`config.mk`:
```
export PLATFORM = sky130hd
export DESIGN_NAME = fetch
export DESIGN_NICKNAME = d
export VERILOG_FILES = /design/src/design/isa_pkg.sv /design/src/design/fetch.sv
export VERILOG_INCLUDE_DIRS = /design/src /design/src/design
export SDC_FILE = /design/constraint.sdc
export NUM_CORES = 2
export LEC_CHECK = 0
export BUFFER_PORTS_ARGS = -buffer_cell sky130_fd_sc_hd__buf_2
export CAP_MARGIN = 20
export CORE_ASPECT_RATIO = 0.75
export CORE_MARGIN = 3
export CORE_UTILIZATION = 25
export CTS_BUF_LIST = sky130_fd_sc_hd__clkbuf_2
export DETAILED_ROUTE_END_ITERATION = 8
export PLACE_DENSITY = 0.39
export SYNTH_ARGS = -nofsm -noshare
export SYNTH_HDL_FRONTEND = slang
export SYNTH_SLANG_ARGS = --single-unit
```
`constraint.sdc`:
```
create_clock -name clk -period 3.1 [get_ports clk]
set_clock_uncertainty 0.2 [all_clocks]
set_input_delay 0.465 -clock clk [delete_from_list [all_inputs] [get_ports clk]]
set_output_delay 0.465 -clock clk [all_outputs]
set_load 0.05 [all_outputs]
```
`src/design/cpu_config.svh`:
```
`ifndef CPU_CONFIG_SVH
`define CPU_CONFIG_SVH

// Data and instruction word width
`define DATA_W      16

// Architectural registers
`define REG_COUNT   16

// Words in each memory
`define IMEM_DEPTH  256
`define DMEM_DEPTH  256

`endif
```
`src/design/isa_pkg.sv`:
```
`include "cpu_config.svh"

package isa_pkg;

    typedef logic [`DATA_W-1:0]            data_t;
    typedef logic [$clog2(`REG_COUNT)-1:0] reg_idx_t;

    typedef enum logic [3:0] {
        OP_ADD  = 4'h0,   // rd = rs + rt
        OP_SUB  = 4'h1,   // rd = rs - rt
        OP_AND  = 4'h2,
        OP_XOR  = 4'h3,
        OP_LLI  = 4'h4,   // rd = sext(imm8)
        OP_LW   = 4'h5,   // rd = mem[rs + off]
        OP_SW   = 4'h6,   // mem[rs + off] = rd
        OP_BEQZ = 4'h7,   // Taken when rd is zero
        OP_HLT  = 4'hf
    } opcode_e;

    // Register view with rt as the offset for LW and SW
    typedef struct packed {
        opcode_e  op;
        reg_idx_t rd;
        reg_idx_t rs;
        reg_idx_t rt;
    } instr_r_t;

    // Immediate view for LLI and BEQZ
    typedef struct packed {
        opcode_e    op;
        reg_idx_t   rd;
        logic [7:0] imm8;
    } instr_i_t;

    typedef union packed {
        instr_r_t r;
        instr_i_t i;
    } instr_u;

    localparam data_t NOP_INSTR = '0;   // ADD r0, r0, r0

endpackage

```
`src/design/fetch.sv`:
```
`timescale 1ns/100ps
`include "cpu_config.svh"

module fetch (
    input  logic                           clk,
    input  logic                           arst_n,
    input  logic                           stall_fd,
    input  logic                           flush,
    input  logic                           halt_seen,
    input  isa_pkg::data_t                 branch_target,
    input  logic                           prog_we,
    input  logic [$clog2(`IMEM_DEPTH)-1:0] prog_addr,
    input  isa_pkg::data_t                 prog_data,
    output isa_pkg::data_t                 pc,
    output isa_pkg::data_t                 fd_instr,
    output isa_pkg::data_t                 fd_pc_plus2
);
    import isa_pkg::*;

    localparam int IA_W = $clog2(`IMEM_DEPTH);

    data_t imem [`IMEM_DEPTH];    // Program words
    data_t pc_plus2;
    data_t instr;

    assign pc_plus2 = pc + 16'd2;              // Byte addressed PC
    assign instr    = imem[pc[IA_W:1]];        // Word index from PC

    always_ff @(posedge clk) begin
        if (prog_we) begin
            imem[prog_addr] <= prog_data;      // Load port
        end
    end

    always_ff @(posedge clk or negedge arst_n) begin
        if (!arst_n) begin
            pc <= '0;
        end else if (flush) begin
            pc <= branch_target;               // Taken branch from decode
        end else if (!stall_fd && !halt_seen) begin
            pc <= pc_plus2;                    // Frozen once HLT decoded
        end
    end

    // FD register
    always_ff @(posedge clk or negedge arst_n) begin
        if (!arst_n) begin
            fd_instr    <= NOP_INSTR;
            fd_pc_plus2 <= '0;
        end else if (flush || halt_seen) begin
            fd_instr    <= NOP_INSTR;          // Kill wrong-path or post-halt word
        end else if (!stall_fd) begin
            fd_instr    <= instr;
            fd_pc_plus2 <= pc_plus2;
        end
    end

endmodule

```
==> flow_summary.toml <==
[critical_path]
critPathRequiredTime_ns = 2.43
end_kind = "output port"
critPathMaxStageDelay_ns = 0.60
r2r_cells = 13
reg2reg_from = "pc[1]"
crit_buf_inv = 4
arrival_ns = 3.45
crit_start = "pc[1]"
startpoint_type = "flip-flop"
crit_slowest_cell = "dfrtp_4"
path_max_fanout = 2
path_class = "flip-flop to output port"
r2r_end = "fd_instr[1]"
critPathTopFamily = "flip-flops"
cp.depth = 4
ff2ff_setup_slack_ns = -0.95
endpoint = "pc[1]"
worstPathCellList = "buf_12, buf_16, buf_8, buf_8"
worst_path_most_repeated_cell = "buf_8"

[synth]
ys_ff_latch = 4144
synth_fa_ha_area_share_pct = 0.00783
yosysWarnings = 0
synth_area_per_cell_sq_um = 22.2
synth_cell_type_count = 75
synth_xor_area_share_pct = 0.148
ys_top_cells_by_area = "edfxtp_1 77%, mux4_2 14%, mux2i_1 1.9%"
synth_cells = 7209
async_flop_share_pct = 1.16
synth.most_common_cell = "edfxtp_1"
synth.top_cells.by_count = "4096 x edfxtp_1, 1024 x mux4_2, 324 x nor2_1"
synth-simple-area-share_pct = 1.90
synth_ff_type = "edfxtp_1"
synth_top_family_by_area = "multiplexers"
synth_largest_area_cell = "edfxtp_1"
synth_nets = 7256
ys_seq_area_share_pct = 77.7
synth_mux_area_share_pct = 16.4
synth_edf_count = 4096
synth_top_area_share_pct = 76.9
synth_compound_area_share_pct = 2.34
syn_area_sq_um = 160000

[routing]
drt_iter0_markers = 10300
drc = 0
vias = 88900
wl_per_cell_um = 31.7
dr.pass1.iters = 6
wirelength_mm = 594
antenna_left = 0
via_per_inst = 4.74

[timing]
setup_ws_ns = -1.02
hold_ws_ns = 0.226
hold_violations = 0
rsz0062_at_grt = "true"
maxSlewViolCount = 0
relSlewSlack_pct = 18.6
tns_ns = -47.15
min_period_ns = 4.12
clock.fmax_ghz = 0.243
setup_viol = 215
tightest_slew_ns = 1.22
timing.final.crit_share_pct = 133

[clock_network]
ctsHtreeMaxLevel = 7
cts_sinks = 4144
cts_buffers = 1133
clkTransAtPathRegs_ns = 0.10
cts-root-buf = "clkbuf_2"
insertion_delay_ns = 2.46
cts_buffer_depth = 5
cts_tree = "done"

[floorplanning]
start_util_pct = 25.2
dieWidth_um = 929
die_area_sq_um = 649000
ios = 94
core_area_sq_um = 635000
rows = 253
die-height_um = 698

[placed_design]
placed_cells = 16500
placed_cell_area_sq_um = 183000
dp_hpwl_mm = 378
finalWeightedCongestion = 0.802
io_buffers = 93

[job]
drv_cap = 0

[layout]
finish.net_count = 9665
fin_util_pct = 31.2
area.growth.synth_to_final_pct = 23.9
fin_area_sq_um = 198000
fillers = 61900
drive_above_1_share_pct = 44.3
seq_area_sq_um = 124000
stdcell_count = 18700
multi_input_area_sq_um = 34900

[power_and_ir_drop]
power.leakage_nw = 64.9
peakVddDrop_mv = 0.362
power.density_nw_per_um2 = 586

[global_route]
grt_usage_pct = 18.1
gr-total-overflow = 0
first_global_vias = 91600
grt_max_degree = 80
grt_first_pass_wirelength_mm = 800
antenna_found_initial = 58

[worst_hold_path]
worst_hold_path_type = "primary input to flip-flop"

[outcome]
violations = "negative setup slack"
outcome = "finished, violations left"
-- cell type report --
cell class / instances / area share [%]
Antenna cell: 50 / 0.0632
Clock buffer: 1572 / 3.97
Clock inverter: 224 / 0.590
Inverter: 11 / 0.0316
Multi-Input combinational cell: 2632 / 17.6
Sequential cell: 4144 / 62.7
Tap cell: 8415 / 5.32
Timing Repair Buffer: 1696 / 9.67
-- what timing repair did --
| item | 4_1_cts | 5_1_grt |
|---|---|---|
| cloned | 11 | 2 |
| pin swaps | 32 | 24 |
| buffers inserted | 88 | 35 |
| gates resized for setup | 431 | 49 |
| hold buffers | 248 | 4 |
| hold endpoints to repair | 8288 | 722 |
| endpoints found under the setup margin | 65 | 343 |
-- metrics by stage --
step | total power [mW] | setup slack [ns]
after global placement | 78.5 | -2.00
after floorplan | 69.9 | 0.130
after global routing | 121 | -1.34
after detailed placement | 78.6 | -1.39
final | 116 | -1.02
after CTS | 118 | -1.58
-- sequential cells by signal, indices dropped and copies added (netlist names) --
name and count:
fd_instr 16, fd_pc_plus2 16, imem 4096, pc 16
-- power breakdown --
| group | internal (mW) | switching, mW |
|---|---|---|
| sequential | 61.6 | 0.162 |
| clock | 14.3 | 22.9 |
| combinational | 7.32 | 9.70 |
-- tightest hold or removal path, delay by kind of cell --
kind                   cells  cell delay, ns
AND/OR/NAND/NOR            3            0.52
buffers and inverters      4            1.61
-- logic make-up after synthesis --
family / Yosys count
DFF: 4144
muxes: 1342
and+or+nand+nor: 730
AOI/OAI and AO/OA: 532
buffers and inverters: 433
xor gates and xnor gates: 27
adders and majority gates: 1
-- routing by layer --
| layer | track usage, % | part of all wire, % | vias up |
|---|---|---|---|
| li1 | - | - | 35900 |
| met1 | 26.8 | 47 | 48400 |
| met2 | 26.2 | 44 | 3736 |
| met3 | 4.34 | 7.2 | 861 |
| met4 | 5.41 | 2.1 | 2 |
| met5 | 0 | 0.0022 | - |
-- worst min-delay path by stage --
stage,start,end,slack (ns),cells past startpoint
2_1_floorplan,arst_n,fd_instr[0],-0.03,0
3_3_place_gp,fd_pc_plus2[0],fd_pc_plus2[0],0.27,2
3_5_place_dp,fd_pc_plus2[10],fd_pc_plus2[10],0.27,2
4_1_cts,prog_addr[4],imem[234][6],0.03,8
5_1_grt,stall_fd,fd_instr[14],-0.04,10
6_report,prog_addr[3],imem[200][2],0.23,7
-- placed cells by master, fill, tap and decap left out, types with 35 or more instances in the layout --
master | synthesis | routed
edfxtp_1 | 4096 | 4096
clkbuf_2 | 0 | 1572
mux4_2 | 1024 | 1024
buf_4 | 72 | 953
buf_12 | 0 | 340
mux2i_1 | 300 | 286
nand2_1 | 261 | 257
nor2_2 | 0 | 226
dlygate4sd3_1 | 0 | 224
clkinv_1 | 1 | 164
nor2_1 | 324 | 91
a21oi_1 | 88 | 78
o21ai_0 | 86 | 70
buf_6 | 36 | 52
diode_2 | 0 | 50
a22oi_1 | 52 | 47
buf_16 | 0 | 43
buf_8 | 2 | 43
nand3_1 | 49 | 38
o22ai_1 | 42 | 35
No activity file was read; power rests on OpenSTA's default activity.
