### src/design/cpu_config.svh
`ifndef CPU_CONFIG_SVH
`define CPU_CONFIG_SVH

// Data and instruction word width
`define DATA_W      16

// Architectural registers
`define REG_COUNT   16

// Words in each memory
`define IMEM_DEPTH  256
`define DMEM_DEPTH  256

`endif
### src/design/hazard_pkg.sv
package hazard_pkg;

    // Execute operand source
    typedef enum logic [1:0] {
        FWD_REG = 2'b00,   // Value read in decode
        FWD_MEM = 2'b01,   // ALU result in memory stage
        FWD_WB  = 2'b10    // Writeback data
    } fwd_sel_e;

    // Branch source in decode
    typedef enum logic {
        BR_REG = 1'b0,     // Register file with write bypass
        BR_MEM = 1'b1      // ALU result in memory stage
    } br_fwd_e;

endpackage

### src/design/isa_pkg.sv
`include "cpu_config.svh"

package isa_pkg;

    typedef logic [`DATA_W-1:0]            data_t;
    typedef logic [$clog2(`REG_COUNT)-1:0] reg_idx_t;

    typedef enum logic [3:0] {
        OP_ADD  = 4'h0,   // rd = rs + rt
        OP_SUB  = 4'h1,   // rd = rs - rt
        OP_AND  = 4'h2,
        OP_XOR  = 4'h3,
        OP_LLI  = 4'h4,   // rd = sext(imm8)
        OP_LW   = 4'h5,   // rd = mem[rs + off]
        OP_SW   = 4'h6,   // mem[rs + off] = rd
        OP_BEQZ = 4'h7,   // Taken when rd is zero
        OP_HLT  = 4'hf
    } opcode_e;

    // Register view with rt as the offset for LW and SW
    typedef struct packed {
        opcode_e  op;
        reg_idx_t rd;
        reg_idx_t rs;
        reg_idx_t rt;
    } instr_r_t;

    // Immediate view for LLI and BEQZ
    typedef struct packed {
        opcode_e    op;
        reg_idx_t   rd;
        logic [7:0] imm8;
    } instr_i_t;

    typedef union packed {
        instr_r_t r;
        instr_i_t i;
    } instr_u;

    localparam data_t NOP_INSTR = '0;   // ADD r0, r0, r0

endpackage

### src/design/execute.sv
`timescale 1ns/100ps

module execute (
    input  logic                 clk,
    input  logic                 arst_n,
    input  isa_pkg::opcode_e     dx_op,
    input  isa_pkg::reg_idx_t    dx_rd,
    input  isa_pkg::data_t       dx_a,
    input  isa_pkg::data_t       dx_b,
    input  isa_pkg::data_t       dx_imm,
    input  logic                 dx_we,
    input  logic                 dx_load,
    input  logic                 dx_halt,
    input  hazard_pkg::fwd_sel_e fwd_a,
    input  hazard_pkg::fwd_sel_e fwd_b,
    input  isa_pkg::data_t       mem_alu_result,
    input  isa_pkg::data_t       wb_data,
    output isa_pkg::data_t       xm_result,
    output isa_pkg::data_t       xm_store_data,
    output isa_pkg::reg_idx_t    xm_rd,
    output logic                 xm_we,
    output logic                 xm_load,
    output logic                 xm_store,
    output logic                 xm_halt
);
    import isa_pkg::*;
    import hazard_pkg::*;

    data_t op_a;
    data_t op_b;
    data_t result;

    function automatic data_t fwd_mux(fwd_sel_e sel, data_t reg_val, data_t mem_val,
                                      data_t wb_val);
        case (sel)
            FWD_MEM: return mem_val;
            FWD_WB:  return wb_val;
            default: return reg_val;
        endcase
    endfunction

    assign op_a = fwd_mux(fwd_a, dx_a, mem_alu_result, wb_data);
    assign op_b = fwd_mux(fwd_b, dx_b, mem_alu_result, wb_data);   // Also the store data

    always_comb begin
        case (dx_op)
            OP_ADD:       result = op_a + op_b;
            OP_SUB:       result = op_a - op_b;
            OP_AND:       result = op_a & op_b;
            OP_XOR:       result = op_a ^ op_b;
            OP_LLI:       result = dx_imm;
            OP_LW, OP_SW: result = op_a + dx_imm;      // Base plus offset
            default:      result = '0;
        endcase
    end

    // XM register
    always_ff @(posedge clk or negedge arst_n) begin
        if (!arst_n) begin
            xm_rd    <= '0;
            xm_we    <= 1'b0;
            xm_load  <= 1'b0;
            xm_store <= 1'b0;
            xm_halt  <= 1'b0;
        end else begin
            xm_rd    <= dx_rd;
            xm_we    <= dx_we;
            xm_load  <= dx_load;
            xm_store <= (dx_op == OP_SW);
            xm_halt  <= dx_halt;
        end
    end

    always_ff @(posedge clk) begin
        xm_result     <= result;
        xm_store_data <= op_b;
    end

endmodule

### config.mk
export PLATFORM = sky130hd
export DESIGN_NAME = execute
export DESIGN_NICKNAME = d
export VERILOG_FILES = /design/src/design/hazard_pkg.sv /design/src/design/isa_pkg.sv /design/src/design/execute.sv
export VERILOG_INCLUDE_DIRS = /design/src /design/src/design
export SDC_FILE = /design/constraint.sdc
export NUM_CORES = 1
export LEC_CHECK = 0
export ABC_AREA = 1
export BUFFER_PORTS_ARGS = -buffer_cell sky130_fd_sc_hd__buf_2
export CAP_MARGIN = 20
export CELL_PAD_IN_SITES_DETAIL_PLACEMENT = 1
export CELL_PAD_IN_SITES_GLOBAL_PLACEMENT = 1
export CORE_MARGIN = 2
export CORE_UTILIZATION = 30
export CTS_CLUSTER_DIAMETER = 100
export CTS_CLUSTER_SIZE = 12
export DETAILED_ROUTE_END_ITERATION = 8
export PLACE_DENSITY = 0.77
export SYNTH_ARGS = -nofsm -noshare
export SYNTH_HDL_FRONTEND = slang
export SYNTH_SLANG_ARGS = --single-unit
export TNS_END_PERCENT = 1
### constraint.sdc
create_clock -name clk -period 0.8 [get_ports clk]
set_input_delay 0 -clock clk [delete_from_list [all_inputs] [get_ports clk]]
set_output_delay 0 -clock clk [all_outputs]
set_load 0.03 [all_outputs]
==> impl_results.md <==
- Failing checks: negative hold slack, negative setup slack
- Fin nets: ~940
- Largest cells by area after synthesis: dfxtp_1 (18%), nand2_1 (17%), ha_1 (13%)
- Period utilization: 373%
- CP Launch Type: input port
- Crit path to: xm_result[13]
- Fin crit period: 2980 ps
- Global route total overflow: 0
- Syn avg cell area: between 6 and 7 µm²
- Worst Path Max Fanout: 4
- Fmax: 335 MHz
- Dpl ws: -2590 ps
- Vias in the first global route: slightly above 5,000
- Ratio of cells with drive above 1 in the final layout: 44.7%
- Wire per inst: approximately 18 µm
- Initial DRC count: between 300 and 400
- Gpl congestion: ~0.92
- Placed insts: 920
- Cell Rows: 39
- Core area: 11,500 µm²
- Syn Nets: about 670
- Most frequent cell after synthesis: nand2_1
- Post-synth EDFFs: 0
- CTS Buf Count: 5
- Initial antenna violation count: 0
- Area growth syn-to-layout: 71.3%
- Sequential element share of the synthesized area: 23.7%
- Final Instance Area: ~6000 µm²
- Dpl hpwl: 12,900 µm
- Worst stage delay on the critical path: ~280 ps
- Max_slew headroom: 67.3%
- Antenna diodes: 0
- Kind of critical path: input port to flip-flop
- Hold slack: -1.32 ps
- Pre-antenna DRT Iters: 4
- Final non-filler cell total: 953
- Placed inst area: 5260 µm²
- Worst Hold Path Cells: 3
- Worst-path clk slew: approximately 70 ps
- Max-Cap Viols: 0
- Worst endpoint data arrival time: between 3000 and 4000 ps
- Hold crit path type: input port to flip-flop
- GRT Overall Usage: between 20% and 30%
- VDD IR max: roughly 0.00091 V
- # DRC: 0
- Most used DFF post-synth: dfxtp_1
- Via count: between 4,000 and 5,000
- RSZ-0062 raised after global routing: yes
- PnR worst setup slack: -2180 ps
- Leak: 3.16 nW
- CTS tree: done
- Slew @ Worst Pin: 485 ps
- Die area: between 10,000 and 15,000 µm²
- Pwr Density: between 1500 and 2000 nW/µm²
- Post-synthesis register bit count: 40
- Setup tns final: -28,510 ps
- Outcome: finished, violations left
- Initial Util: between 30% and 40%
- Yosys cell types: 44
- WL met2: 8450 µm
- Largest net degree at the start of global routing: 19
- Die X: about 110 µm
- Routed met3 length: 961 µm
- Crit. path cell count: 23
- Worst setup path start: fwd_b[1]
- Dominant cell type by area after synthesis: dfxtp_1
- Die Y: approximately 110 µm
- Critical path buffers and inverters: 3
- Longest Clk Path Bufs: 2
- Max stage delay cell, worst path: ha_4
- I/O Pins: around 140
- Detail Route Antenna Nets: 0
- Htree depth: 2
- Routed WL: 16,900 µm
- Crit-path leading delay family: simple AND/OR/NAND/NOR gates
- Syn Inst Count: 535
- Worst Setup End Kind: flip-flop
- Vias per cell: 5.11
- Ys Warns: 0
- Routed length on met1: 7070 µm
- Synth async-reset ratio: around a fifth
- Crit path cell chain: buf_4 > ha_4 > inv_4 > or2_1 > o21ai_2 > ha_2 > inv_2 > nor2_2 > nand2_2 > nor2_4 > nand2_2 > o21ai_0 > nand3_1 > nand2_2 > ha_4 > nand2_1 > nor2_1 > nand3_1 > nand4_1 > a31o_2 > or2_4 > nand3_2 > nand4_1
- Synth cell count leaders: nand2_1 (162), inv_1 (62), ha_1 (36)
- Total power: approximately 11 mW
- Port buffer count: roughly 140
- First-pass GRT wire length: between 20,000 and 30,000 µm
- Max Used Layer: met4
- CP required: about 970 ps
- Most used cell, CP: nand2_2
- CTS sink cnt: 40
- Final Setup Violations: 24
- Syn Std Cell Area: between 3000 and 4000 µm²
- Final Hold Viols: 1
- Root buffer cell: clkbuf_16
- Top-area cell type share of the netlist area: 18.1%
- Slew Viols, Final: 0
-- layer usage --
metal  track usage [%]  vias up
met2              47.4      179
met5                 0        -
li1                  -     2359
met3              2.41       32
met4              7.07        0
met1              32.5     2300
-- worst min-delay path by stage --
| stage | endpoint | from |
|---|---|---|
| final | xm_store_data[15] | dx_b[15] |
| after detailed placement | xm_rd[3] | arst_n |
| after global placement | xm_halt | arst_n |
| after CTS | xm_store | dx_op[0] |
| after floorplan | xm_halt | arst_n |
| after global routing | xm_store_data[15] | dx_b[15] |
-- state kept, by name (all words and copies together) (netlist names) --
signal and cells:
xm_we 1, xm_result 16, xm_load 1, xm_store 1, xm_rd 4, xm_halt 1, xm_store_data 16
-- power by group --
part | internal [mW] | switching, mW | total (mW)
combinational | 2.77 | 3.40 | 6.17
sequential | 2.28 | 0.0873 | 2.37
clock | 1.15 | 0.892 | 2.04
-- layout by cell type (no fill, tap or decap), types with 3 or more instances in the layout --
cell type / synthesis / layout
buf_2: 5 / 106
or2_2: 4 / 3
a221o_1: 16 / 16
or2_1: 4 / 4
dfrtp_1: 8 / 8
dfxtp_1: 32 / 30
nand3_2: 1 / 3
ha_4: 0 / 6
nor3_2: 2 / 4
a31oi_1: 5 / 4
nor2_2: 5 / 5
nor2_1: 20 / 18
nand2_2: 8 / 22
nand3_1: 32 / 29
nor3_1: 7 / 4
clkbuf_16: 0 / 5
a21oi_1: 22 / 13
xor2_1: 5 / 5
nor2_4: 1 / 3
o21ai_1: 8 / 10
clkbuf_4: 0 / 4
inv_2: 3 / 7
buf_4: 1 / 132
o21ai_0: 32 / 26
a22oi_1: 5 / 5
buf_6: 2 / 25
o21ai_2: 3 / 7
ha_1: 36 / 26
ha_2: 0 / 4
a21o_1: 3 / 3
a21oi_2: 0 / 9
nand4_1: 11 / 11
dlygate4sd3_1: 0 / 19
inv_1: 62 / 57
nand2_1: 162 / 147
-- area by class of cell --
cell class | count | area, µm²
clock buffers | 5 | 125
repair buffers | 287 | 2040
multi-input cells | 410 | 2620
inverters | 65 | 246
fillers | 1506 | 5390
well taps | 143 | 179
clock inverters | 3 | 18.8
flip-flops and latches | 40 | 843
-- what timing repair did --
action,CTS,global route
buffers inserted,2,4
hold endpoints to repair,26,0
hold buffers,19,0
setup endpoints to repair,49,54
resized for setup,80,55
pin swaps,26,12
-- cell families after synthesis --
logic type / share of synthesized area (%)
simple gates: 31.8
compound gates: 20.3
buf+inv: 9.70
flops: 23.7
fa+ha+maj: 13.3
xor+xnor: 1.23
-- per-stage QoR --
stage	util, %	hold WS, ps
after floorplan	-	-296
after global placement	45.9	-162
after detailed placement	45.9	-151
after CTS	51.3	20.6
after global routing	53.0	27.7
final	53.0	-1.32
Power figures use the tool's default switching activity.
