`config.mk`:
```
export PLATFORM = sky130hd
export DESIGN_NAME = hazard_forward
export DESIGN_NICKNAME = d
export VERILOG_FILES = /design/src/design/hazard_pkg.sv /design/src/design/isa_pkg.sv /design/src/design/hazard_forward.sv
export VERILOG_INCLUDE_DIRS = /design/src /design/src/design
export SDC_FILE = /design/constraint.sdc
export NUM_CORES = 1
export LEC_CHECK = 0
export BUFFER_PORTS_ARGS = -buffer_cell sky130_fd_sc_hd__buf_2
export CORE_MARGIN = 4
export CORE_UTILIZATION = 23
export DETAILED_ROUTE_END_ITERATION = 10
export PLACE_DENSITY = 0.67
export SYNTH_ARGS = -nofsm -noshare
export SYNTH_HDL_FRONTEND = slang
export SYNTH_SLANG_ARGS = --single-unit
```
`constraint.sdc`:
```
create_clock -name vclk -period 1
set_input_delay 0.05 -clock vclk [all_inputs]
set_output_delay 0.05 -clock vclk [all_outputs]
set_load 0.02 [all_outputs]
```
`src/design/cpu_config.svh`:
```
`ifndef CPU_CONFIG_SVH
`define CPU_CONFIG_SVH

// Data and instruction word width
`define DATA_W      16

// Architectural registers
`define REG_COUNT   16

// Words in each memory
`define IMEM_DEPTH  256
`define DMEM_DEPTH  256

`endif
```
`src/design/hazard_pkg.sv`:
```
package hazard_pkg;

    // Execute operand source
    typedef enum logic [1:0] {
        FWD_REG = 2'b00,   // Value read in decode
        FWD_MEM = 2'b01,   // ALU result in memory stage
        FWD_WB  = 2'b10    // Writeback data
    } fwd_sel_e;

    // Branch source in decode
    typedef enum logic {
        BR_REG = 1'b0,     // Register file with write bypass
        BR_MEM = 1'b1      // ALU result in memory stage
    } br_fwd_e;

endpackage

```
`src/design/isa_pkg.sv`:
```
`include "cpu_config.svh"

package isa_pkg;

    typedef logic [`DATA_W-1:0]            data_t;
    typedef logic [$clog2(`REG_COUNT)-1:0] reg_idx_t;

    typedef enum logic [3:0] {
        OP_ADD  = 4'h0,   // rd = rs + rt
        OP_SUB  = 4'h1,   // rd = rs - rt
        OP_AND  = 4'h2,
        OP_XOR  = 4'h3,
        OP_LLI  = 4'h4,   // rd = sext(imm8)
        OP_LW   = 4'h5,   // rd = mem[rs + off]
        OP_SW   = 4'h6,   // mem[rs + off] = rd
        OP_BEQZ = 4'h7,   // Taken when rd is zero
        OP_HLT  = 4'hf
    } opcode_e;

    // Register view with rt as the offset for LW and SW
    typedef struct packed {
        opcode_e  op;
        reg_idx_t rd;
        reg_idx_t rs;
        reg_idx_t rt;
    } instr_r_t;

    // Immediate view for LLI and BEQZ
    typedef struct packed {
        opcode_e    op;
        reg_idx_t   rd;
        logic [7:0] imm8;
    } instr_i_t;

    typedef union packed {
        instr_r_t r;
        instr_i_t i;
    } instr_u;

    localparam data_t NOP_INSTR = '0;   // ADD r0, r0, r0

endpackage

```
`src/design/hazard_forward.sv`:
```
`timescale 1ns/100ps

module hazard_forward (
    input  isa_pkg::reg_idx_t    rs_d,
    input  isa_pkg::reg_idx_t    rt_d,
    input  logic                 is_branch_d,
    input  logic                 is_store_d,
    input  isa_pkg::reg_idx_t    dx_rd,
    input  isa_pkg::reg_idx_t    dx_rs,
    input  isa_pkg::reg_idx_t    dx_rt,
    input  logic                 dx_we,
    input  logic                 dx_load,
    input  isa_pkg::reg_idx_t    xm_rd,
    input  logic                 xm_we,
    input  logic                 xm_load,
    input  logic                 wb_valid,
    input  isa_pkg::reg_idx_t    wb_reg,
    output logic                 stall_fd,
    output hazard_pkg::fwd_sel_e fwd_a,
    output hazard_pkg::fwd_sel_e fwd_b,
    output hazard_pkg::br_fwd_e  fwd_br
);
    import isa_pkg::*;
    import hazard_pkg::*;

    logic ld_use;
    logic br_wait;

    // Producer match that never counts r0
    function automatic logic hit(logic we, reg_idx_t dst, reg_idx_t src);
        return we && (src != '0) && (dst == src);
    endfunction

    // Memory stage wins over writeback
    function automatic fwd_sel_e pick(reg_idx_t src, logic m_we, reg_idx_t m_rd,
                                      logic w_we, reg_idx_t w_rd);
        if (hit(m_we, m_rd, src)) begin
            return FWD_MEM;
        end
        return hit(w_we, w_rd, src) ? FWD_WB : FWD_REG;
    endfunction

    assign ld_use   = dx_load && (hit(dx_we, dx_rd, rs_d) || hit(dx_we, dx_rd, rt_d));
    assign br_wait  = is_branch_d &&
                      (hit(dx_we, dx_rd, rs_d) || hit(xm_we && xm_load, xm_rd, rs_d));
    assign stall_fd = ld_use || br_wait;

    assign fwd_br = (is_branch_d && hit(xm_we && !xm_load, xm_rd, rs_d)) ? BR_MEM : BR_REG;
    assign fwd_a  = pick(dx_rs, xm_we, xm_rd, wb_valid, wb_reg);
    assign fwd_b  = pick(dx_rt, xm_we, xm_rd, wb_valid, wb_reg);

    always_comb begin
        // Load data is not ready until writeback
        assert final (!(fwd_a == FWD_MEM && xm_load))
            else $error("Operand A forwarded from a load in memory stage");
    end

endmodule

```
==> results.sh, run 1 <==
export IMPL_min_period_ps=1248
export IMPL_grt_pass1_wl_um=2463
export IMPL_final_setup_viol_count=4
export IMPL_worst_slew_pin_slew_ps=296.1
export IMPL_tns_ps=-612.3
export IMPL_dieArea_um2=2440
export IMPL_p_seq_share_pct=0
export IMPL_grt_max_degree=5
export IMPL_p_per_area_nw_per_um2=402.2
export IMPL_failed_checks="negative setup slack"
export IMPL_place_area_um2=726.9
export IMPL_hold_class="in -> out"
export IMPL_combPwrFrac_pct=100.0
export IMPL_switching_share_pct=42.67
export IMPL_globalplace_congestion=0.7818
export IMPL_die_h_um=49.40
export IMPL_peakVddDrop_mv=0.1819
export IMPL_grt_usage_pct=12.04
export IMPL_yosysSeqAreaShare_pct=0
export IMPL_hold_viol=0
export IMPL_power_frac_clock_pct=0
export IMPL_hold_ws_ps=354.4
export IMPL_place_ws_ps=-339.5
export IMPL_antenna_left=0
export IMPL_p_int_w=0.0002089
export IMPL_gr_total_overflow=0
export IMPL_synth_cell_types=16
export IMPL_areaGrowthSynthToFinish_pct=129.8
export IMPL_power_w=0.0003644
export IMPL_grt_setup_unrepaired="yes"
export IMPL_worstPathArrival_ps=1200
export IMPL_die_w_um=49.40
export IMPL_grt_pass1_vias=616
export IMPL_antenna_cells=0
export IMPL_crit_type="in -> out"
export IMPL_ctsHoldBuffers=0
export IMPL_crit_required_ps=950
export IMPL_antenna_found_initial=0
export IMPL_core_area_um2=1559
export IMPL_finalWorstSetupSlack_ps=-247.6
export IMPL_nNetsFinal=149
export IMPL_critPathLaunchType="primary input"
export IMPL_drc=0
export IMPL_register_area_um2=0
export IMPL_rows=14
export IMPL_syn_area_um2=394.1
export IMPL_slew_violations=0
export IMPL_end_kind="output port"
export IMPL_p_leak_nw=0.3933
export IMPL_drv_cap=0
export IMPL_vias=632
export IMPL_drive_above_1_share_pct=60.71
export IMPL_fin_crit_sh_pct=124.8
export IMPL_start_util_pct=25.28
export IMPL_dpl_hpwl_um=1383
export IMPL_drt_iter0_drc=7
export IMPL_outcome="finished, violations left"
export IMPL_synth_net_count=92
export IMPL_wire_per_inst_um=12.94
export IMPL_fmax_ghz=0.8015
export IMPL_max_slew_margin_rel_pct=80.26
export IMPL_fillCellCount=155
export IMPL_io_buffers=40
export IMPL_drt_wl_total_um=1656
export IMPL_yosysWarningCount=0
export IMPL_ios=41
export IMPL_cp_max_fo=3
export IMPL_n_sequential_cell=0
export IMPL_finalInstanceArea_um2=905.9
export IMPL_synth_cells=57
export IMPL_clkbuf_count=0
export IMPL_avgSynthCellArea_um2=6.915
export IMPL_vias_per_cell=4.938
export IMPL_p_sw_w=0.0001555
export IMPL_firstDrtPassIters=3
## final timing paths
check	depth (start not counted)	end	start	slack, ps
max	5	fwd_br	rs_d[3]	-250
min	3	fwd_br	xm_load	350
## cells in the mapped netlist (all sizes together)
| cell type | instances | area, um2 |
|---|---|---|
| a2111oi | 2 | 23.77 |
| o2111ai | 1 | 8.760 |
| xnor2 | 15 | 131.4 |
| or3 | 4 | 25.02 |
| nor2b | 1 | 6.260 |
| a21oi | 4 | 20.02 |
| nor3 | 11 | 55.05 |
| xor2 | 6 | 52.55 |
| inv | 1 | 3.750 |
| o21ai | 1 | 5.000 |
| nand3 | 1 | 5.000 |
| a221o | 1 | 10.01 |
| nand4 | 4 | 25.02 |
| o211ai | 1 | 7.510 |
| nand2 | 4 | 15.01 |
## metal layers
layer | part of all wire (%) | track usage, % | up-vias
li1 | - | - | 325
met1 | 39 | 13.22 | 278
met2 | 52 | 24.55 | 29
met3 | 9.1 | 2.446 | 0
met4 | 0 | 0 | 0
met5 | 0 | 0 | -
## critical path: stages
cell	delay, ps
buf_6	100
or3_4	390
a2111oi_4	330
nor2b_2	210
buf_6	120
## power groups by stage
stage	Combinational [W]	Clock, W	Sequential, W
6_report	0.000364	0	0
5_1_grt	0.000391	0	0
4_1_cts	0.000323	0	0
3_5_place_dp	0.000290	0	0
3_3_place_gp	0.000284	0	0
2_1_floorplan	0.000119	0	0
## metrics by stage
stage                     util, %  std cells
after floorplan                 -         57
after global placement      46.63        126
after detailed placement    46.63        126
after CTS                   52.25        128
after global routing        58.11        128
final                       58.11        128
## final cells by class
| cell class | instances | area (um2) | share of cell area [%] |
|---|---|---|---|
| Multi-Input combinational cell | 56 | 476.7 | 52.62 |
| Timing Repair Buffer | 55 | 405.4 | 44.75 |
| Tap cell | 16 | 20.02 | 2.210 |
| Inverter | 1 | 3.754 | 0.4144 |
## repair_timing
item | 4_1_cts | 5_1_grt
setup endpoints to repair | 4 | 5
buffers inserted | 2 | 0
resized for setup | 16 | 21
pin swaps | 7 | 10
## cells by family (layout without fill, tap and decap cells)
group / after synthesis / after routing / synth area share (%)
AO/OA/AOI/OAI: 10 / 10 / 19.05
buffers and inverters: 1 / 56 / 0.9515
AND/OR/NAND/NOR: 25 / 25 / 33.33
XOR/XNOR: 21 / 21 / 46.67
## cell usage in the layout, fill, tap and decap left out, types with 2 or more instances in the layout
cell | Yosys | routed
buf_2 | 0 | 27
buf_4 | 0 | 15
xnor2_1 | 15 | 12
buf_6 | 0 | 10
nor3_1 | 11 | 9
xor2_1 | 6 | 5
nand2_1 | 4 | 4
nand4_1 | 4 | 4
xnor2_2 | 0 | 3
buf_8 | 0 | 3
nor3_2 | 0 | 2
or3_4 | 0 | 2
or3_1 | 4 | 2
a21oi_1 | 4 | 2
Power figures use the tool's default switching activity.
==> run 2: changes to the inputs <==
--- a/config.mk
+++ b/config.mk
@@ -6,11 +6,13 @@
 export SDC_FILE = /design/constraint.sdc
 export NUM_CORES = 1
 export LEC_CHECK = 0
+export ABC_AREA = 1
 export BUFFER_PORTS_ARGS = -buffer_cell sky130_fd_sc_hd__buf_2
+export CORE_ASPECT_RATIO = 1.5
 export CORE_MARGIN = 4
 export CORE_UTILIZATION = 23
 export DETAILED_ROUTE_END_ITERATION = 10
-export PLACE_DENSITY = 0.67
+export PLACE_DENSITY = 0.62
 export SYNTH_ARGS = -nofsm -noshare
 export SYNTH_HDL_FRONTEND = slang
 export SYNTH_SLANG_ARGS = --single-unit
==> run 2 against run 1 <==
  * The run now ends clean
  * First-iteration DRC count rose by 14%
  * Routed wire length up 13%
  * Worst hold slack improved by 43 ps
  * Clock-buffer cell count is the same
  * Die area grew 47%
  * Global-route usage shrank 1.7 points
  * Flip-flop and latch count unchanged
  * Synthesized area increased by 57%
  * Largest cell class unchanged
  * Largest power group unchanged
  * Highest routed layer unchanged
==> results.sh, run 2 <==
export IMPL_syn_area_um2=616.8
export IMPL_yosysSeqAreaShare_pct=0
export IMPL_place_ws_ps=51.03
export IMPL_start_util_pct=24.63
export IMPL_p_sw_w=0.0001902
export IMPL_post_cts_buffers=0
export IMPL_max_slew_margin_rel_pct=88.11
export IMPL_tns_ps=0
export IMPL_outcome="finished, final reports clean"
export IMPL_nNetsFinal=223
export IMPL_worst_slew_pin_slew_ps=177.7
export IMPL_yosysTopAreaCellShare_pct=42.60
export IMPL_synth_common_cells="nand2_1 (70), inv_1 (26), nor2_1 (19)"
export IMPL_grt_setup_unrepaired="no"
export IMPL_io_buffers=40
export IMPL_firstDrtPassIters=2
export IMPL_slew_violations=0
export IMPL_fmax_ghz=1.075
export IMPL_avgSynthCellArea_um2=4.254
export IMPL_drt_wl_total_um=1868
export IMPL_antenna_cells=0
export IMPL_p_int_w=0.0001531
export IMPL_grt_usage_pct=10.32
export IMPL_antenna_left=0
export IMPL_synth_cell_types=15
export IMPL_crit_type="in -> out"
export IMPL_ctsHoldBuffers=0
export IMPL_yosysWarningCount=0
export IMPL_grt_max_degree=6
export IMPL_hold_class="in -> out"
export IMPL_hold_ws_ps=397.7
export IMPL_areaGrowthSynthToFinish_pct=52.74
export IMPL_p_seq_share_pct=0
export IMPL_core_area_um2=2505
export IMPL_drt_iter0_drc=8
export IMPL_n_sequential_cell=0
export IMPL_peakVddDrop_mv=0.1497
export IMPL_globalplace_congestion=0.7824
export IMPL_synth_net_count=180
export IMPL_switching_share_pct=55.41
export IMPL_drive_above_1_share_pct=33.87
export IMPL_die_h_um=71.43
export IMPL_final_common_cell="nand2_1"
export IMPL_crit_required_ps=950
export IMPL_worstPathArrival_ps=880
export IMPL_register_area_um2=0
export IMPL_vias_per_cell=4.072
export IMPL_yosysMostFrequentCell="nand2_1"
export IMPL_end_kind="output port"
export IMPL_final_setup_viol_count=0
export IMPL_finalWorstSetupSlack_ps=69.93
export IMPL_ios=41
export IMPL_vias=904
export IMPL_yosys_area_top_type="nand2_1"
export IMPL_dpl_hpwl_um=1681
export IMPL_min_period_ps=930.1
export IMPL_wire_per_inst_um=8.414
export IMPL_p_per_area_nw_per_um2=364.4
export IMPL_p_leak_nw=0.6227
export IMPL_hold_viol=0
export IMPL_gr_total_overflow=0
export IMPL_place_area_um2=869.6
export IMPL_die_w_um=50.29
export IMPL_rows=22
export IMPL_power_frac_clock_pct=0
export IMPL_cts_resized=0
export IMPL_fillCellCount=307
export IMPL_fin_util_pct=37.61
export IMPL_synth_area_leaders="nand2_1 (43%), inv_1 (16%), nor2_1 (12%)"
export IMPL_grt_pass1_wl_um=3146
export IMPL_dieArea_um2=3592
export IMPL_synth_cells=145
export IMPL_drv_cap=0
export IMPL_finalInstanceArea_um2=942.2
export IMPL_antenna_found_initial=0
export IMPL_clkbuf_count=0
export IMPL_critPathLaunchType="primary input"
export IMPL_layout_common_cells="nand2_1 (62), buf_2 (32), inv_1 (22), nor2_1 (19), nand2_2 (8)"
export IMPL_fin_crit_sh_pct=93.01
export IMPL_cp_max_fo=5
export IMPL_combPwrFrac_pct=100.0
export IMPL_drc=0
export IMPL_grt_pass1_vias=828
[run 2: per-stage QoR]
step	std cells	total power, W
after global routing	222	0.0003946
after global placement	222	0.0003111
after floorplan	145	0.0001737
final	222	0.0003433
after detailed placement	222	0.0003116
after CTS	222	0.0003131
[run 2: area by class of cell]
class | count | area [um2] | share of cell area, %
Multi-Input combinational cell | 117 | 545.5 | 57.90
Timing Repair Buffer | 41 | 246.5 | 26.16
Inverter | 28 | 105.1 | 11.16
Tap cell | 36 | 45.04 | 4.781
[run 2: cell families (layout without fill, tap and decap cells)]
logic type	after synthesis	in the layout	synth area share, %
buffers and inverters	28	69	17.04
AND/OR/NAND/NOR	107	107	72.41
XOR/XNOR	4	4	5.679
AO/OA/AOI/OAI	6	6	4.867
[run 2: layer usage]
| metal | wire (um) | GRT usage (%) | vias to the layer above |
|---|---|---|---|
| li1 | - | - | 514 |
| met1 | 789 | 12.81 | 363 |
| met2 | 937 | 19.91 | 27 |
| met3 | 141 | 0.8316 | 0 |
| met4 | 0 | 0 | 0 |
| met5 | 0 | 0 | - |
[run 2: path summary, 6_finish.rpt]
path,from,to,slack [ps],cells past startpoint
max,rs_d[1],stall_fd,70,10
min,dx_load,stall_fd,400,4
[run 2: worst max-delay path: stages]
cell     delay [ps]
buf_2           130
nor2_1          130
nand2_1          80
nand2_1          70
inv_1            40
nand3_1          70
nand2_1          60
nand2_1          50
nand2_1          50
buf_4           150
[run 2: power by group through the flow]
stage | clock [W] | combinational, W | sequential [W]
final | 0 | 0.000343 | 0
after global routing | 0 | 0.000395 | 0
after CTS | 0 | 0.000313 | 0
after detailed placement | 0 | 0.000312 | 0
after global placement | 0 | 0.000311 | 0
after floorplan | 0 | 0.000174 | 0
