## src/design/cpu_config.svh

```systemverilog
`ifndef CPU_CONFIG_SVH
`define CPU_CONFIG_SVH

// Data and instruction word width
`define DATA_W      16

// Architectural registers
`define REG_COUNT   16

// Words in each memory
`define IMEM_DEPTH  256
`define DMEM_DEPTH  256

`endif
```

## src/design/hazard_pkg.sv

```systemverilog
package hazard_pkg;

    // Execute operand source
    typedef enum logic [1:0] {
        FWD_REG = 2'b00,   // Value read in decode
        FWD_MEM = 2'b01,   // ALU result in memory stage
        FWD_WB  = 2'b10    // Writeback data
    } fwd_sel_e;

    // Branch source in decode
    typedef enum logic {
        BR_REG = 1'b0,     // Register file with write bypass
        BR_MEM = 1'b1      // ALU result in memory stage
    } br_fwd_e;

endpackage

```

## src/design/isa_pkg.sv

```systemverilog
`include "cpu_config.svh"

package isa_pkg;

    typedef logic [`DATA_W-1:0]            data_t;
    typedef logic [$clog2(`REG_COUNT)-1:0] reg_idx_t;

    typedef enum logic [3:0] {
        OP_ADD  = 4'h0,   // rd = rs + rt
        OP_SUB  = 4'h1,   // rd = rs - rt
        OP_AND  = 4'h2,
        OP_XOR  = 4'h3,
        OP_LLI  = 4'h4,   // rd = sext(imm8)
        OP_LW   = 4'h5,   // rd = mem[rs + off]
        OP_SW   = 4'h6,   // mem[rs + off] = rd
        OP_BEQZ = 4'h7,   // Taken when rd is zero
        OP_HLT  = 4'hf
    } opcode_e;

    // Register view with rt as the offset for LW and SW
    typedef struct packed {
        opcode_e  op;
        reg_idx_t rd;
        reg_idx_t rs;
        reg_idx_t rt;
    } instr_r_t;

    // Immediate view for LLI and BEQZ
    typedef struct packed {
        opcode_e    op;
        reg_idx_t   rd;
        logic [7:0] imm8;
    } instr_i_t;

    typedef union packed {
        instr_r_t r;
        instr_i_t i;
    } instr_u;

    localparam data_t NOP_INSTR = '0;   // ADD r0, r0, r0

endpackage

```

## src/design/decode.sv

```systemverilog
`timescale 1ns/100ps
`include "cpu_config.svh"

module decode (
    input  logic                clk,
    input  logic                arst_n,
    input  isa_pkg::data_t      fd_instr,
    input  isa_pkg::data_t      fd_pc_plus2,
    input  logic                stall_fd,
    input  hazard_pkg::br_fwd_e fwd_br,
    input  isa_pkg::data_t      mem_alu_result,
    input  logic                wb_valid,
    input  isa_pkg::reg_idx_t   wb_reg,
    input  isa_pkg::data_t      wb_data,
    output logic                flush,
    output isa_pkg::data_t      branch_target,
    output logic                halt_seen,
    output isa_pkg::reg_idx_t   rs_d,
    output isa_pkg::reg_idx_t   rt_d,
    output logic                is_branch_d,
    output logic                is_store_d,
    output isa_pkg::opcode_e    dx_op,
    output isa_pkg::reg_idx_t   dx_rd,
    output isa_pkg::reg_idx_t   dx_rs,
    output isa_pkg::reg_idx_t   dx_rt,
    output isa_pkg::data_t      dx_a,
    output isa_pkg::data_t      dx_b,
    output isa_pkg::data_t      dx_imm,
    output logic                dx_we,
    output logic                dx_load,
    output logic                dx_halt
);
    import isa_pkg::*;
    import hazard_pkg::*;

    data_t   rf [`REG_COUNT];
    instr_u  ins;
    opcode_e op;
    data_t   src_a;
    data_t   src_b;
    data_t   br_val;
    logic    is_rr;
    logic    is_lli;
    logic    is_load;
    logic    is_hlt;
    logic    writes;
    logic    halted;

    // Register read with same-cycle writeback visible
    function automatic data_t rf_read(reg_idx_t idx);
        if (idx == '0) begin
            return '0;
        end
        if (wb_valid && (wb_reg == idx)) begin
            return wb_data;
        end
        return rf[idx];
    endfunction

    ////////////////////////////////////////////////////////////////////
    // Decode
    ////////////////////////////////////////////////////////////////////

    assign ins         = fd_instr;
    assign op          = ins.r.op;
    assign is_rr       = op inside {OP_ADD, OP_SUB, OP_AND, OP_XOR};
    assign is_lli      = (op == OP_LLI);
    assign is_load     = (op == OP_LW);
    assign is_store_d  = (op == OP_SW);
    assign is_branch_d = (op == OP_BEQZ);
    assign is_hlt      = (op == OP_HLT);
    assign writes      = (is_rr || is_lli || is_load) && (ins.r.rd != '0);   // r0 stays zero

    // Zero unless the field is a real source
    assign rs_d = is_branch_d ? ins.i.rd :
                  (is_rr || is_load || is_store_d) ? ins.r.rs : '0;
    assign rt_d = is_store_d ? ins.r.rd : (is_rr ? ins.r.rt : '0);   // Store data sits in rd

    always_comb begin
        src_a = rf_read(rs_d);
        src_b = rf_read(rt_d);
    end

    // BEQZ resolved here
    assign br_val        = (fwd_br == BR_MEM) ? mem_alu_result : src_a;
    assign branch_target = fd_pc_plus2 + (data_t'(signed'(ins.i.imm8)) << 1);
    assign flush         = is_branch_d && (br_val == '0) && !stall_fd;   // Source must be settled
    assign halt_seen     = halted || is_hlt;

    always_ff @(posedge clk) begin
        if (wb_valid) begin
            rf[wb_reg] <= wb_data;
        end
    end

    always_ff @(posedge clk or negedge arst_n) begin
        if (!arst_n) begin
            halted <= 1'b0;
        end else if (is_hlt) begin
            halted <= 1'b1;                    // Sticky until reset
        end
    end

    ////////////////////////////////////////////////////////////////////
    // DX register
    ////////////////////////////////////////////////////////////////////

    always_ff @(posedge clk or negedge arst_n) begin
        if (!arst_n) begin
            dx_op   <= OP_ADD;
            dx_rd   <= '0;
            dx_rs   <= '0;
            dx_rt   <= '0;
            dx_we   <= 1'b0;
            dx_load <= 1'b0;
            dx_halt <= 1'b0;
        end else if (stall_fd) begin
            dx_op   <= OP_ADD;                 // Bubble
            dx_rd   <= '0;
            dx_rs   <= '0;
            dx_rt   <= '0;
            dx_we   <= 1'b0;
            dx_load <= 1'b0;
            dx_halt <= 1'b0;
        end else begin
            dx_op   <= op;
            dx_rd   <= ins.r.rd;
            dx_rs   <= rs_d;
            dx_rt   <= rt_d;
            dx_we   <= writes;
            dx_load <= is_load;
            dx_halt <= is_hlt;
        end
    end

    always_ff @(posedge clk) begin
        dx_a   <= src_a;
        dx_b   <= src_b;
        dx_imm <= is_lli ? data_t'(signed'(ins.i.imm8)) : data_t'(ins.r.rt);  // LW/SW offset
    end

    // A branch waiting on its source must not redirect fetch
    assert property (@(posedge clk) disable iff (!arst_n)
        flush |-> !(dx_we && (dx_rd == rs_d)))
        else $error("Flush raised while the branch source is still in execute");

endmodule

```

## config.mk

```make
export PLATFORM = sky130hd
export DESIGN_NAME = decode
export DESIGN_NICKNAME = d
export VERILOG_FILES = /design/src/design/hazard_pkg.sv /design/src/design/isa_pkg.sv /design/src/design/decode.sv
export VERILOG_INCLUDE_DIRS = /design/src /design/src/design
export SDC_FILE = /design/constraint.sdc
export NUM_CORES = 1
export LEC_CHECK = 0
export ABC_AREA = 0
export BUFFER_PORTS_ARGS = -buffer_cell sky130_fd_sc_hd__buf_2
export CAP_MARGIN = 20
export CORE_ASPECT_RATIO = 0.8
export CORE_UTILIZATION = 49
export CTS_BUF_LIST = sky130_fd_sc_hd__clkbuf_4 sky130_fd_sc_hd__clkbuf_8 sky130_fd_sc_hd__clkbuf_16
export CTS_CLUSTER_DIAMETER = 100
export DETAILED_ROUTE_END_ITERATION = 10
export PLACE_DENSITY = 0.78
export SYNTH_ARGS = -nofsm -noshare
export SYNTH_HDL_FRONTEND = slang
export SYNTH_SLANG_ARGS = --single-unit
export TNS_END_PERCENT = 20
```

## constraint.sdc

```tcl
create_clock -name clk -period 5.4 [get_ports clk]
set_input_delay 0.54 -clock clk [delete_from_list [all_inputs] [get_ports clk]]
set_output_delay 0.54 -clock clk [all_outputs]
set_load 0.02 [all_outputs]
```

==> results.md, run 1 <==
* Status: finished clean
* Post-CTS setup buffer count at 0
* Num rows at 57
* Die height at 160 um
* Most frequent CP cell: buf_2
* Hold path depth at 1
* Ys async rst share at about 6.3%
* Number of flops mapped to enable cells by yosys at roughly 260
* First-pass GRT wire length at around 72 mm
* Vias in the first global route at 11900
* N_diodes at 0
* DR iter-0 viols at roughly 1800
* Power per cell area at ~340 mW/mm^2
* Final setup fails at 0
* Synth Warn # at 0
* Layout cells sized above 1 at 22.4%
* Vias/cell at around 6.5
* DRT Pass-1 Iters at 6
* Number of synthesized register bits at between 300 and 400
* Crit-path max cell delay at 0.57 ns
* Worst r2r path cells at 6
* Fmax at ~190 MHz
* Largest family of logic cells by synthesized area: simple AND/OR/NAND/NOR gates
* Critical path cell sequence: buf_2 > and2_1 > a32o_2 > o21ai_4 > inv_2 > buf_4 > mux4_2 > mux2i_1 > a32o_1 > nor2_1 > a2111oi_1 > nand4bb_1 > o31ai_2 > buf_2
* Crit Path Class: in -> out
* CP Buf/Inv Count at 4
* Final Slew Violations at 0
* Simple-Gate Fraction of Synth Area at between 15 and 20%
* Worst-Skew Late Latency at approximately 0.52 ns
* Most common cell after layout, fill and taps aside: nand2_1
* Grt total ovfl at 0
* Top FF cell, synth: edfxtp_1
* DP Cell Count at between 1500 and 2000
* Met3 WL at 6.93 mm
* Root buffer selected by CTS: clkbuf_16
* CTS tree: done
* Max VDD drop at around 0.18 mV
* Layout area overhead at 15.9%
* Hold WS at 0.170 ns
* Sequential share of the synthesized area at ~59%
* Remaining antenna violation count at 0
* Leak pwr at 6.86 nW
* Min-Delay Path Class: in -> reg
* Top-Level Pins at about 170
* Worst Path Max Fanout at 22
* Post-synthesis compound-gate area fraction at 11.3%
* Pin count of the biggest net entering global routing at between 90 and 100
* Die width at between 150 and 200 um
* Final Util at roughly three fifths
* Total power at about 6.0 mW
* Max-cap viol count at 0
* Post-Syn Instances at 1351
* Worst r2r dst: dx_b[9]$_SDFF_PN0_
* Skew final at 0.0271 ns
* Hold_sp: fd_instr[0]
* Routability congestion estimate at approximately 0.97
* CP required at between 4 and 5 ns
* CTS H-tree lvls at 2
* IO buf count at between 150 and 200
* Arrival time at the worst endpoint at around 4.7 ns
* Hold endpoint: dx_imm[0]$_DFF_P_
* Cell Area, Synth at roughly 0.015 sq mm
* Slowest stage cell, crit path: a2111oi_1
* Post-route worst setup slack at about 0.12 ns
* DR vias at 12500
* Syn Area/Cell at between 10 and 15 sq um
* Final min period at roughly 5.3 ns
* Synth Area in XOR/XNOR at less than 1%
* CTS buffer count at 34
* Syn nets at ~1400
* Clock transition at path regs at approximately 0.06 ns
* Worst path top cell family by delay: compound AO/OA/AOI/OAI gates
* Slew at the pin with the worst max-slew slack at ~1.1 ns
* Dpl cell area at around 0.017 sq mm
* DRT Wirelength at a little under 50 mm
* Bufs on Longest Clock Path at 3
* Most frequent cells in the layout: 337 x nand2_1, 256 x edfxtp_1, 165 x buf_2
* Worst slack at placement at roughly 0.09 ns
* Critical path launch point: fd_instr[12]
* Post-synthesis mux area share at 7.39%
* Crit path launch type: primary input
* RSZ-0062 raised after global routing: false
* Reg-to-reg startpoint: rf[3][9]$_DFFE_PP_
* Initial antenna violation count at 1
* Uppermost layer routed: met5
* Hpwl dp at slightly above 30 mm
* Final hold viol count at 0
* Final setup TNS at 0 ns
* Initial Utilization at roughly 50%
* Register-to-register setup slack at 3.48 ns
* Remaining DRCs at 0
* Slew HR at between 20% and 30%
* Adder-Cell Fraction of Synth Area at ~1.3%
* Fin crit share at ~98%
* Routed WL per cell at approximately 25 um
* Nets at approximately 1600
* Clock tree sinks at 316
* GRT Total Usage at between 30 and 40%
* Met1 WL at about 18 mm
* Fin cells at 1932
* Yosys cell types at 77
* Routed wire length on met2 at roughly 22 mm
* Crit path capture type: output pin
* Final Instance Area at approximately 0.018 sq mm
* Core area at slightly above 0.03 sq mm
* Die ar. at 0.0319 sq mm
[worst max path at each step]
| stage | depth (start not counted) | endpoint | slack (ns) |
|---|---|---|---|
| 3_3_place_gp | 14 | flush | 0.34 |
| 5_1_grt | 14 | flush | 0.02 |
| 2_1_floorplan | 13 | flush | 1.16 |
| 6_report | 14 | flush | 0.12 |
| 3_5_place_dp | 14 | flush | 0.09 |
| 4_1_cts | 14 | flush | 0.08 |
[cell families (layout without fill, tap and decap cells)]
kind of cell,count (synthesis),after routing
flip-flops,316,316
multiplexers,70,70
AO/OA/AOI/OAI,232,232
adder cells (fa/ha/maj),15,15
AND/OR/NAND/NOR,578,578
buffers and inverters,124,292
XOR/XNOR,16,16
[synth_stat cells, types with 20 or more instances]
master	n	share of area (%)
a21oi_1	35	1.1
a311oi_1	49	2.8
a31oi_1	27	1.1
and3_1	37	1.5
clkbuf_1	65	1.6
dfrtp_1	20	3.3
dfxtp_1	40	5.2
edfxtp_1	256	50
mux2i_1	32	2.1
mux4_2	31	4.6
nand2_1	339	8.3
nand3_1	89	2.9
nor2_1	45	1.1
o21ai_0	21	0.69
[area by class of cell]
cell class / count / area, sq um
Fill cell: 2494 / 12800
Clock buffer: 48 / 973
Tap cell: 413 / 517
Sequential cell: 316 / 8990
Clock inverter: 12 / 138
Timing Repair Buffer: 209 / 1180
Multi-Input combinational cell: 911 / 5840
Inverter: 23 / 88.8
[power breakdown]
part / leakage (nW) / internal, mW / total (mW) / switching [mW]
Sequential: 2.91 / 2.72 / 2.76 / 0.0410
Combinational: 3.39 / 0.293 / 0.868 / 0.575
Clock: 0.567 / 1.41 / 2.33 / 0.922
[sequential cells by signal (all words and copies together), names as in the netlist]
register / flops
dx_rd: 4
dx_a: 16
halted: 1
dx_op: 4
dx_load: 1
rf: 256
dx_b: 16
dx_imm: 8
dx_halt: 1
dx_rt: 4
dx_we: 1
dx_rs: 4
[what timing repair did]
item	CTS	global route
endpoints found under the hold margin	20	0
setup endpoints to repair	0	1
hold buffers	1	0
resized for setup	0	1
[metal layers]
metal | GRT usage [%] | vias to the layer above
met4 | 12.8 | 2
met5 | 0 | -
met3 | 8.85 | 161
met2 | 44.5 | 986
met1 | 41.9 | 5972
li1 | - | 5343
Note: power is estimated with default switching activity, not from simulation.
==> run 2, diff against run 1 <==
--- a/config.mk
+++ b/config.mk
@@ -15,6 +15,7 @@
 export CTS_CLUSTER_DIAMETER = 100
 export DETAILED_ROUTE_END_ITERATION = 10
 export PLACE_DENSITY = 0.78
+export REMOVE_ABC_BUFFERS = 1
 export SYNTH_ARGS = -nofsm -noshare
 export SYNTH_HDL_FRONTEND = slang
 export SYNTH_SLANG_ARGS = --single-unit
==> constraint.sdc (replaced) <==
create_clock -name clk -period 5.9 [get_ports clk]
set_input_delay 0.59 -clock clk [delete_from_list [all_inputs] [get_ports clk]]
set_output_delay 0.59 -clock clk [all_outputs]
set_load 0.02 [all_outputs]
==> results.md, run 2 (synthesized netlist as in run 1, its figures left out) <==
* Hpwl dp at around 30 mm
* GRT Total Usage at 29.3%
* Final min period at 5.05 ns
* DR vias at between 10000 and 15000
* Post_cts resized at 0
* Fmax at around 200 MHz
* Pin count of the biggest net entering global routing at 94
* Worst-Skew Late Latency at about 0.57 ns
* Die width at roughly 200 um
* Clock share of power at between 30% and 40%
* Arrival time at the worst endpoint at around 4.5 ns
* RSZ-0062 raised after global routing: false
* First-pass GRT wire length at ~70 mm
* DRT Pass-1 Iters at 8
* Hold_sp: fd_instr[3]
* Sequential share of power at a little under half
* Status: finished clean
* Max-cap viol count at 0
* Total power at roughly 5.3 mW
* Final setup fails at 0
* CTS H-tree lvls at 1
* Remaining DRCs at 0
* Initial Utilization at 50.1%
* Most common cell after layout, fill and taps aside: nand2_1
* Vias in the first global route at 11700
* Crit-path max cell delay at 0.56 ns
* Final hold viol count at 0
* Core area at a little over 0.03 sq mm
* Fin crit share at between 80% and 90%
* Switching portion of total power at roughly a quarter
* Clock transition at path regs at roughly 0.06 ns
* Layout area overhead at 15.2%
* DR iter-0 viols at between 1500 and 2000
* Leak pwr at 6.82 nW
* Nets at 1582
* Crit Path Class: in -> out
* Worst slack at placement at roughly 0.89 ns
* Slew at the pin with the worst max-slew slack at 1.09 ns
* Slowest stage cell, crit path: mux4_2
* Most frequent cells in the layout: 337 x nand2_1, 256 x edfxtp_1, 165 x buf_2
* Top-Level Pins at 168
* Num rows at 57
* Internal power component at ~3.9 mW
* CTS tree: done
* Bufs on Longest Clock Path at 3
* CP Buf/Inv Count at 5
* Net Sw Power at 1.39 mW
* Die height at around 160 um
* Critical path cell sequence: buf_2 > or2b_4 > a21boi_1 > o21ai_2 > buf_4 > inv_2 > buf_4 > mux4_2 > nand2_1 > and3_1 > a211oi_1 > or4_1 > nand4bb_1 > o31ai_2 > buf_2
* Routability congestion estimate at roughly 0.94
* Remaining antenna violation count at 0
* Min-Delay Path Class: in -> reg
* Reg-to-reg startpoint: rf[8][8]$_DFFE_PP_
* Grt total ovfl at 0
* Power per cell area at a little over 300 mW/mm^2
* N_diodes at 0
* Layout cells sized above 1 at between 20 and 25%
* Initial antenna violation count at 1
* Critical path launch point: fd_instr[12]
* Slew HR at between 20% and 30%
* Routed WL per cell at ~25 um
* Root buffer selected by CTS: clkbuf_16
* Largest Register: rf
* Die ar. at 0.0319 sq mm
* DRT Wirelength at approximately 47 mm
* CP required at 5.31 ns
* CTS buffer count at 31
* Post-route worst setup slack at between 0.8 and 0.9 ns
* Crit path launch type: primary input
* Dpl cell area at approximately 0.017 sq mm
* Max reg flops at 256
* Final Slew Violations at 0
* Largest regs: rf (256), dx_a (16), dx_b (16)
* Max VDD drop at 0.270 mV
* Skew final at between 0.01 and 0.015 ns
* Vias/cell at about 6.4
* Power share of the combinational group at roughly 15%
* Worst path top cell family by delay: simple AND/OR/NAND/NOR gates
* Worst Path Max Fanout at 18
* IO buf count at 165
* Clock tree sinks at roughly 320
* Crit path capture type: output pin
* Final Instance Area at about 0.018 sq mm
[run 2: power groups by stage]
stage | registers (mW) | clock network (mW) | logic [mW]
floorplan | 2.61 | 0 | 0.409
finish | 2.53 | 2.01 | 0.783
detailed placement | 2.57 | 0 | 0.764
global placement | 2.57 | 0 | 0.749
CTS | 2.53 | 2.02 | 0.768
global route | 2.53 | 2.11 | 0.829
[run 2: layer usage]
| layer | vias to the layer above | GRT usage [%] | wire (um) |
|---|---|---|---|
| li1 | 5317 | - | - |
| met4 | 0 | 13.2 | 2200 |
| met1 | 5895 | 41.8 | 18500 |
| met2 | 996 | 42.6 | 20600 |
| met5 | - | 0 | 0 |
| met3 | 141 | 6.74 | 6180 |
[run 2: layout make-up]
| type | instances | area [sq um] |
|---|---|---|
| Clock buffer | 42 | 871 |
| Clock inverter | 16 | 163 |
| Fill cell | 2536 | 12900 |
| Inverter | 23 | 88.8 |
| Multi-Input combinational cell | 911 | 5830 |
| Sequential cell | 316 | 8990 |
| Tap cell | 413 | 517 |
| Timing Repair Buffer | 211 | 1170 |
[run 2: worst paths after layout]
path / endpoint / slack (ns) / depth (start not counted)
setup / recovery: flush / 0.85 / 15
hold / removal: dx_imm[3]$_DFF_P_ / 0.18 / 1
setup reg to reg: dx_a[8]$_DFF_P_ / 4.12 / 6
hold reg to reg: halted$_DFFE_PN0N_ / 0.47 / 1
max in group asynchronous: dx_op[2]$_DFF_PN0_ / 5.12 / 2
min in group asynchronous: dx_rt[2]$_DFF_PN0_ / 0.49 / 2
[run 2: stage by stage]
step	TNS, ns	instances	hold slack [ns]	util [%]
floorplan	-20.91	1250	0.294	-
detailed placement	0	1873	0.455	54.3
global placement	0	1873	0.461	54.3
CTS	0	1932	0.168	57.8
finish	0	1932	0.181	57.8
global route	0	1932	0.173	57.8
[run 2: timing repair]
action	CTS	global route
hold endpoints to repair	20	0
setup buffers	0	0
hold buffers	1	0
